$ cat config.mk
export PLATFORM = sky130hd
export DESIGN_NAME = fir_top
export DESIGN_NICKNAME = d
export VERILOG_FILES = /design/src/hw/fir_pkg.sv /design/src/hw/mac_tree.sv /design/src/hw/fir_tap_line.sv /design/src/hw/fir_apb_regs.sv /design/src/hw/fir_top.sv
export SDC_FILE = /design/constraint.sdc
export NUM_CORES = 2
export LEC_CHECK = 0
export BUFFER_PORTS_ARGS = -buffer_cell sky130_fd_sc_hd__buf_2
export CORE_AREA = 2 2 336 338
export DETAILED_ROUTE_END_ITERATION = 6
export DIE_AREA = 0 0 338 340
export GPL_ROUTABILITY_DRIVEN = 0
export PLACE_DENSITY = 0.56
export REMOVE_ABC_BUFFERS = 1
export SLEW_MARGIN = 20
export SYNTH_ARGS = -nofsm -noshare
export SYNTH_HDL_FRONTEND = slang
export SYNTH_SLANG_ARGS = --single-unit
$ cat constraint.sdc
create_clock -name clk -period 26.9 [get_ports clk]
set_input_delay 2.69 -clock clk [delete_from_list [all_inputs] [get_ports clk]]
set_output_delay 2.69 -clock clk [all_outputs]
set_load 0.05 [all_outputs]
$ cat src/hw/fir_pkg.sv
package fir_pkg;

   // ============================================================
   // Filter geometry
   // ============================================================

   // Tap count, also half the operand count of the MAC tree
   localparam int NUM_TAPS = 4;

   // ============================================================
   // APB request and response
   // ============================================================

   // Master side of one APB transfer
   typedef struct packed {
      logic        psel;
      logic        penable;
      logic        pwrite;
      logic [7:0]  paddr;
      logic [31:0] pwdata;
   } apb_req_t;

   // Slave side, pready tied high by the register block
   typedef struct packed {
      logic [31:0] prdata;
      logic        pready;
      logic        pslverr;
   } apb_rsp_t;

   // ============================================================
   // Register map
   // ============================================================

   localparam logic [7:0] ADDR_CTRL   = 8'h00;
   // Coefficient bank at 0x04, 0x08, 0x0C and 0x10
   localparam logic [7:0] ADDR_COEFF0 = 8'h04;
   // Read only result counter
   localparam logic [7:0] ADDR_COUNT  = 8'h14;

   // Control word bit positions
   localparam int CTRL_ENABLE = 0;
   localparam int CTRL_CLEAR  = 1;

endpackage

$ cat src/hw/mac_tree.sv
`timescale 1ns/100ps

module mac_tree #(
   parameter int WIDTH = 16
) (
   input  logic             clk,
   input  logic             rst,
   input  logic [WIDTH-1:0] operands[8],
   input  logic             operands_valid,
   output logic [WIDTH-1:0] result,
   output logic             result_valid
);

   // Operand count and cycle latency of the tree
   localparam int NUM_OPS = 8;
   localparam int LATENCY = 4;

   logic [WIDTH-1:0]   in_r[NUM_OPS];
   logic [WIDTH-1:0]   mult_r[NUM_OPS/2];
   logic [WIDTH-1:0]   add_r[NUM_OPS/4];
   logic [WIDTH-1:0]   sum_r;
   logic [LATENCY-1:0] valid_delay_r;

   // ============================================================
   // Datapath
   // ============================================================

   always_ff @(posedge clk or posedge rst) begin
      if (rst) begin
         for (int i = 0; i < NUM_OPS; i++) begin
            in_r[i] <= '0;
         end
         for (int i = 0; i < NUM_OPS / 2; i++) begin
            mult_r[i] <= '0;
         end
         for (int i = 0; i < NUM_OPS / 4; i++) begin
            add_r[i] <= '0;
         end
         sum_r <= '0;
      end else begin
         // Stage 1 input capture
         for (int i = 0; i < NUM_OPS; i++) begin
            in_r[i] <= operands[i];
         end
         // Stage 2 products of adjacent pairs, high half dropped
         for (int i = 0; i < NUM_OPS / 2; i++) begin
            mult_r[i] <= in_r[2*i] * in_r[2*i+1];
         end
         // Stage 3 first adder level
         for (int i = 0; i < NUM_OPS / 4; i++) begin
            add_r[i] <= mult_r[2*i] + mult_r[2*i+1];
         end
         // Stage 4 final sum
         sum_r <= add_r[0] + add_r[1];
      end
   end

   // ============================================================
   // Valid tracking
   // ============================================================

   // One bit per stage, oldest at the top
   always_ff @(posedge clk or posedge rst) begin
      if (rst) begin
         valid_delay_r <= '0;
      end else begin
         valid_delay_r <= {valid_delay_r[LATENCY-2:0], operands_valid};
      end
   end

   assign result       = sum_r;
   assign result_valid = valid_delay_r[LATENCY-1];

endmodule

$ cat src/hw/fir_tap_line.sv
`timescale 1ns/100ps

module fir_tap_line #(
   parameter int WIDTH = 16
) (
   input  logic             clk,
   input  logic             rst,
   input  logic [WIDTH-1:0] sample,
   input  logic             sample_valid,
   input  logic             enable,
   input  logic             clear,
   input  logic [WIDTH-1:0] coeff[fir_pkg::NUM_TAPS],
   output logic [WIDTH-1:0] operands[2*fir_pkg::NUM_TAPS],
   output logic             operands_valid
);

   localparam int TAPS = fir_pkg::NUM_TAPS;

   logic             accept;
   // Older samples, the newest one sits in the operand register
   logic [WIDTH-1:0] hist_r[TAPS-1];
   // Window after the incoming sample shifts in, index 0 newest
   logic [WIDTH-1:0] line_next[TAPS];
   logic [WIDTH-1:0] operands_r[2*TAPS];
   logic             operands_valid_r;

   // Clear drops a sample offered in the same cycle
   assign accept = sample_valid & enable & ~clear;

   always_comb begin
      line_next[0] = sample;
      for (int k = 1; k < TAPS; k++) begin
         line_next[k] = hist_r[k-1];
      end
   end

   // ============================================================
   // Delay line
   // ============================================================

   always_ff @(posedge clk or posedge rst) begin
      if (rst) begin
         for (int k = 0; k < TAPS - 1; k++) begin
            hist_r[k] <= '0;
         end
      end else if (clear) begin
         for (int k = 0; k < TAPS - 1; k++) begin
            hist_r[k] <= '0;
         end
      end else if (accept) begin
         for (int k = 0; k < TAPS - 1; k++) begin
            hist_r[k] <= line_next[k];
         end
      end
   end

   // Coefficient and sample interleaved, captured at the sample edge
   always_ff @(posedge clk or posedge rst) begin
      if (rst) begin
         operands_valid_r <= 1'b0;
         for (int k = 0; k < 2 * TAPS; k++) begin
            operands_r[k] <= '0;
         end
      end else begin
         operands_valid_r <= accept;
         if (accept) begin
            for (int k = 0; k < TAPS; k++) begin
               operands_r[2*k]   <= coeff[k];
               operands_r[2*k+1] <= line_next[k];
            end
         end
      end
   end

   assign operands       = operands_r;
   assign operands_valid = operands_valid_r;

endmodule

$ cat src/hw/fir_apb_regs.sv
`timescale 1ns/100ps

module fir_apb_regs #(
   parameter int WIDTH = 16
) (
   input  logic              clk,
   input  logic              rst,
   input  fir_pkg::apb_req_t apb_req,
   output fir_pkg::apb_rsp_t apb_rsp,
   output logic [WIDTH-1:0]  coeff[fir_pkg::NUM_TAPS],
   output logic              enable,
   output logic              clear,
   input  logic              result_valid
);

   // Index width into the coefficient bank
   localparam int IDX_W = $clog2(fir_pkg::NUM_TAPS);

   logic             access;
   logic             ctrl_hit;
   logic             count_hit;
   logic             coeff_hit;
   logic [IDX_W-1:0] coeff_idx;
   logic             err;
   logic             wr_ok;
   logic [31:0]      rd_data;
   logic [WIDTH-1:0] coeff_r[fir_pkg::NUM_TAPS];
   logic             enable_r;
   logic             clear_r;
   logic [15:0]      count_r;

   // ============================================================
   // Address decode
   // ============================================================

   // Access phase of a transfer
   assign access    = apb_req.psel & apb_req.penable;
   assign ctrl_hit  = apb_req.paddr == fir_pkg::ADDR_CTRL;
   assign count_hit = apb_req.paddr == fir_pkg::ADDR_COUNT;

   // Coefficient slots are one word apart
   always_comb begin
      coeff_hit = 1'b0;
      coeff_idx = '0;
      for (int i = 0; i < fir_pkg::NUM_TAPS; i++) begin
         if (apb_req.paddr == fir_pkg::ADDR_COEFF0 + 8'(4 * i)) begin
            coeff_hit = 1'b1;
            coeff_idx = IDX_W'(i);
         end
      end
   end

   // Unmapped address or write to the counter
   assign err   = access & (~(ctrl_hit | count_hit | coeff_hit) | (apb_req.pwrite & count_hit));
   assign wr_ok = access & apb_req.pwrite & ~err;

   // Read mux, zero-extended to the bus width
   always_comb begin
      rd_data = '0;
      if (ctrl_hit) begin
         rd_data[fir_pkg::CTRL_ENABLE] = enable_r;
      end else if (count_hit) begin
         rd_data[15:0] = count_r;
      end else if (coeff_hit) begin
         rd_data[WIDTH-1:0] = coeff_r[coeff_idx];
      end
   end

   // No wait states
   always_comb begin
      apb_rsp.prdata  = rd_data;
      apb_rsp.pready  = 1'b1;
      apb_rsp.pslverr = err;
   end

   // ============================================================
   // Register storage
   // ============================================================

   // Enable level and one-cycle clear pulse
   always_ff @(posedge clk or posedge rst) begin
      if (rst) begin
         enable_r <= 1'b0;
         clear_r  <= 1'b0;
      end else begin
         clear_r <= 1'b0;
         if (wr_ok && ctrl_hit) begin
            enable_r <= apb_req.pwdata[fir_pkg::CTRL_ENABLE];
            clear_r  <= apb_req.pwdata[fir_pkg::CTRL_CLEAR];
         end
      end
   end

   // Coefficient bank, upper bits of the write dropped
   always_ff @(posedge clk or posedge rst) begin
      if (rst) begin
         for (int i = 0; i < fir_pkg::NUM_TAPS; i++) begin
            coeff_r[i] <= '0;
         end
      end else if (wr_ok && coeff_hit) begin
         coeff_r[coeff_idx] <= apb_req.pwdata[WIDTH-1:0];
      end
   end

   // Completed results, wraps at 16 bits
   always_ff @(posedge clk or posedge rst) begin
      if (rst) begin
         count_r <= '0;
      end else if (result_valid) begin
         count_r <= count_r + 16'd1;
      end
   end

   assign coeff  = coeff_r;
   assign enable = enable_r;
   assign clear  = clear_r;

endmodule

$ cat src/hw/fir_top.sv
`timescale 1ns/100ps

module fir_top #(
   parameter int WIDTH = 16
) (
   input  logic              clk,
   input  logic              rst,
   input  fir_pkg::apb_req_t apb_req,
   output fir_pkg::apb_rsp_t apb_rsp,
   input  logic [WIDTH-1:0]  sample,
   input  logic              sample_valid,
   output logic [WIDTH-1:0]  result,
   output logic              result_valid
);

   // Register block outputs
   logic [WIDTH-1:0] coeff[fir_pkg::NUM_TAPS];
   logic             enable;
   logic             clear;

   // Tap line to MAC tree
   logic [WIDTH-1:0] operands[2*fir_pkg::NUM_TAPS];
   logic             operands_valid;

   // ============================================================
   // Control and status registers
   // ============================================================

   // Result strobe also feeds the readback counter
   fir_apb_regs #(
      .WIDTH(WIDTH)
   ) u_regs (
      .clk         (clk),
      .rst         (rst),
      .apb_req     (apb_req),
      .apb_rsp     (apb_rsp),
      .coeff       (coeff),
      .enable      (enable),
      .clear       (clear),
      .result_valid(result_valid)
   );

   // ============================================================
   // Filter datapath
   // ============================================================

   // Sample to operands in 1 cycle
   fir_tap_line #(
      .WIDTH(WIDTH)
   ) u_taps (
      .clk           (clk),
      .rst           (rst),
      .sample        (sample),
      .sample_valid  (sample_valid),
      .enable        (enable),
      .clear         (clear),
      .coeff         (coeff),
      .operands      (operands),
      .operands_valid(operands_valid)
   );

   // Operands to result in 4 cycles
   mac_tree #(
      .WIDTH(WIDTH)
   ) u_mac (
      .clk           (clk),
      .rst           (rst),
      .operands      (operands),
      .operands_valid(operands_valid),
      .result        (result),
      .result_valid  (result_valid)
   );

endmodule

# ---- Yosys cells after proc, flatten, opt, wreduce, memory -nomap -nowiden
# Cells that the tools add are included.
dict set report totals {
  ff_bits 503
  input_bits 62
  out_inout_bits 51
  word_cells 89
}
dict set report op_classes {
  addsub 4
  multipliers 4
  n_lt_le_gt_ge 2
  n_eq_ne 5
  mux 20
  n_bitwise 14
  n_reduce_logical 5
}
# cell n
set op_table {}
lappend op_table {{$mux W48} 2}
lappend op_table {{$mux W16} 5}
lappend op_table {{$bwmux W64} 1}
lappend op_table {{$mul A16 B16 Y16} 4}
lappend op_table {{$add A16 B16 Y16} 3}
lappend op_table {{$bmux W16 S2} 1}
lappend op_table {{$demux W16 S2} 1}
lappend op_table {{$add A16 B1 Y16 const B} 1}
lappend op_table {{$eq A8 B4 Y1 const B} 2}
lappend op_table {{$eq A8 B5 Y1 const B} 2}
lappend op_table {{$mux W15} 1}
lappend op_table {{$eq A8 B3 Y1 const B} 1}
lappend op_table {{$logic_not A8 Y1} 1}
lappend op_table {{$and A1 B1 Y1} 7}
lappend op_table {{$mux W1} 7}
lappend op_table {{$mux W2} 2}
lappend op_table {{$ge A3 B3 Y1 const B} 1}
lappend op_table {{$logic_and A1 B1 Y1} 3}
lappend op_table {{$lt A3 B1 Y1 const B} 1}
lappend op_table {{$not A1 Y1} 3}
lappend op_table {{$not A2 Y3} 1}
lappend op_table {{$or A1 B1 Y1} 3}
lappend op_table {{$reduce_bool A2 Y1} 1}

# ---- Longest topological paths before layout
dict set report logic_depth {
  word_depth 13
  ltp_mapped 21
  ltp_nobuf 20
}

# ---- By module
# A second synthesis with hierarchy kept.
dict set report unflattened {
  cells_unflattened 3180
  hier_area_um2 35351.4
}
# module n_inst cells_per_inst area_per_inst_um2 seq_area_each_um2
set by_module_without_submodules {}
lappend by_module_without_submodules {mac_tree 1 2355 23699.0 6105.9}
lappend by_module_without_submodules {fir_tap_line 1 493 7536.0 4429.2}
lappend by_module_without_submodules {fir_apb_regs 1 332 4116.4 2052.0}

# ---- Worst setup path before layout
# Ideal clock, no wire load.
dict set report synth_path {
  kind {input to output}
  startpoint {input apb_req[32] in the netlist's numbering}
  endpoint {output apb_rsp[8] in the netlist's numbering}
  arrival_time_ns 5.126
  t_required_ns 24.210
  path_slack_ns 19.084
  path_stages 6
  path_buffers 1
  path_cell_list {or4_4 nor4_4 buf_4 a22o_1 a222oi_1 o21ai_0}
}
# element line
set synth_rtl {}
lappend synth_rtl {{start: declaration} fir_top.sv:8} ;# input fir_pkg::apb_req_t apb_req,
lappend synth_rtl {{end: declaration} fir_top.sv:9} ;# output fir_pkg::apb_rsp_t apb_rsp,

==> run metrics <==
status=finished clean; Vias=22134; CP Capture Type=output pin; nets=4052; met1 Use GR=0.203; Worst path slowest cell=nor4b_4; syn_area_per_cell=10.1 µm²; leading register cell type out of synthesis=dfrtp_1; Endpoint, Worst Hold=u_mac.in_r[68]; Clock Power Share=0.504; GR peak layer=met2; Final Skew=between 80 and 90 ps; FF-to-FF Start=u_mac.in_r[33]; setup_tns=0 ps; CP arrival=5120 ps; Yosys warning total=0; layout overhead on the synthesized area=11.4%; Filler cells=11334; multi-input logic area=approximately 20000 µm²; first-pass GRT wire length=130000 µm; share of cells above drive strength 1=0.0801; Die W=roughly 340 µm; Comb pwr share=0.025; most common cell after layout, fill and taps aside=nand2_1; CTS Buffer Depth=3; I/O pins=about 110; vias in the first global route=23253; initial antenna violation count=5; post-DP HPWL=between 50000 and 60000 µm; Seq/Total Area, Yosys=0.367; R2R Setup Slk=21190 ps; register area=12600 µm²; drt pass-1 iters=5; Worst Path Max Fanout=15; Initial Utilization=0.307; worst endpoint required time=24210 ps; hold crit path type=reg2reg; FF-to-FF End=u_mac.mult_r[30]; row cnt=about 120; design area=38200 µm²; CP peak stage delay=slightly below 900 ps; Vias/cell=4.45; TritonCTS clock tree=yes; f_max=128 MHz; pwr dens=43.4 nW/µm²; reg2reg path depth=19; post-CTS sizing=0; Fin. Hold Viols=0; Leak Pwr=about 20 nW; post-CTS setup buffer count=0; Max Slew Vio Count=0; clock latency on the worst-skew pair=660 ps; port bufs=79; Global Route Usage Sum=0.142; Iter 0 DRT Violations=1255; worst ir drop on vdd=0.0579 mV; die area=between 100000 and 150000 µm²; Slew @ Worst Pin=1040 ps; Post-synth ARST share=1.00; NetSw=0.375 mW; crit path kind=in2out; unrepaired setup endpoints after global routing=false; Final Critical Period=7810 ps; Routed WL per cell=15.9 µm; Worst Setup Slack, final=19090 ps; met2 Usage GRT=0.227; Final ANT Viol Nets=0; Worst Min Path Start=u_taps.operands[68]; Synth Cell Area=34300 µm²; CP Cell Sequence=buf_2 > or4_4 > nor4b_4 > a222oi_1 > o21ai_0 > buf_2; M3 GR Usage=0.0173; switching share of power=0.226; CTS root buf=clkbuf_16; highest-count cells in the layout ignoring fill and taps=nand2_1 (787), dfrtp_1 (503), inv_1 (455), fa_1 (323), and2_1 (277); EDFF count, synth=0; Clk pin slew, worst setup/hold paths=roughly 60 ps; unique cell type count in the Yosys netlist=61; #FFs+latches synth=503; Num CTS Buffers=54; DRC violations left=0; area of placed instances=36100 µm²; pre-CTS WS=19010 ps; final worst-path cycle share=0.290; cell family with most CP delay=simple AND/OR/NAND/NOR gates; hold depth=0; Cells after Synth=3395; max_cap viols=0; largest net degree at the start of global routing=154; # hold bufs at CTS=0; Worst setup SP type=input port; Die Y=340 µm; sequential power share=0.471; H-Tree Depth=2; final WL=78900 µm; slew margin rel.=0.304; # clock sinks=503; Core Footprint=112000 µm²; final setup vio count=0; WP buf/inv=2; aggregate global routing overflow=0; CP dominant cell by count=buf_2; P_int=1.28 mW
per-layer routing:
layer  vias to the layer above  share of wire  wire [µm]
li1                      10521              -          -
met1                     11078           0.47      37400
met2                       406           0.46      36200
met3                       127          0.038       2960
met4                         2          0.030       2350
met5                         -        0.00016         13
metrics by stage:
stage                     power, mW   util  hold slack, ps  cells
final                          1.66  0.342             342   4971
after global routing           1.72  0.342             337   4969
after CTS                      1.68  0.342             337   4968
after detailed placement      0.837  0.324             337   4868
after global placement        0.836  0.324             337   4868
after floorplan               0.816      -             331   3281
state kept, by name, summed over array words and instances, names as in the netlist:
| signal | cells |
|---|---|
| u_mac.in_r | 128 |
| u_taps.operands | 128 |
| u_mac.mult_r | 64 |
| u_regs.coeff | 64 |
| u_taps.hist_r | 48 |
| u_mac.add_r | 32 |
| u_mac.result | 16 |
| u_regs.count_r | 16 |
| u_mac.valid_delay_r | 4 |
| u_regs.clear | 1 |
| u_regs.enable | 1 |
| u_taps.operands_valid | 1 |
cell families after synthesis:
logic type | after synthesis | share of synthesized area
other | 2 | 0.000219
AO/OA/AOI/OAI | 243 | 0.0468
flip-flops | 503 | 0.367
adder cells (fa/ha/maj) | 565 | 0.277
buffers and inverters | 586 | 0.0671
XOR/XNOR | 214 | 0.0547
AND/OR/NAND/NOR | 1196 | 0.158
multiplexers | 86 | 0.0292
synth_stat cells, drive strengths merged, types with 7 or more instances:
| cell | number | area [µm²] |
|---|---|---|
| clkbuf | 97 | 364 |
| dfrtp | 503 | 12600 |
| nand2b | 14 | 87.6 |
| xor2 | 49 | 429 |
| a222oi | 15 | 150 |
| nor2b | 18 | 113 |
| and2 | 277 | 1730 |
| nand2 | 788 | 2960 |
| mux2 | 82 | 961 |
| a22o | 20 | 175 |
| o21ai | 50 | 250 |
| a21o | 26 | 195 |
| a31oi | 13 | 81.3 |
| and3 | 7 | 43.8 |
| inv | 457 | 1720 |
| o21a | 21 | 158 |
| xnor2 | 165 | 1450 |
| nor3 | 12 | 60.1 |
| nor2 | 45 | 174 |
| fa | 323 | 6470 |
| nand3 | 19 | 108 |
| o21bai | 7 | 52.6 |
| buf | 32 | 220 |
| ha | 242 | 3030 |
| a21oi | 66 | 330 |
power groups by stage:
stage	clock network (mW)	logic, mW	registers, mW
floorplan	0	0.0265	0.789
global placement	0	0.0414	0.795
detailed placement	0	0.0418	0.795
CTS	0.859	0.0421	0.781
global route	0.890	0.0469	0.783
finish	0.836	0.0407	0.781
area by class of cell:
cell class | count | area share
Timing Repair Buffer | 88 | 0.0127
Antenna cell | 2 | 0.000131
Clock buffer | 67 | 0.0382
Sequential cell | 503 | 0.330
Tap cell | 1500 | 0.0491
Clock inverter | 33 | 0.0151
Multi-Input combinational cell | 2321 | 0.510
Inverter | 457 | 0.0452
worst max path at each step:
stage,startpoint,endpoint,slack [ps],cells past startpoint
6_report,apb_req[32],apb_rsp[7],19090,6
5_1_grt,apb_req[32],apb_rsp[7],19000,6
4_1_cts,apb_req[32],apb_rsp[7],18990,7
3_5_place_dp,apb_req[32],apb_rsp[7],19010,7
3_3_place_gp,apb_req[32],apb_rsp[8],19020,7
2_1_floorplan,rst,u_mac.add_r[0],10170,1
Power figures use the tool's default switching activity.
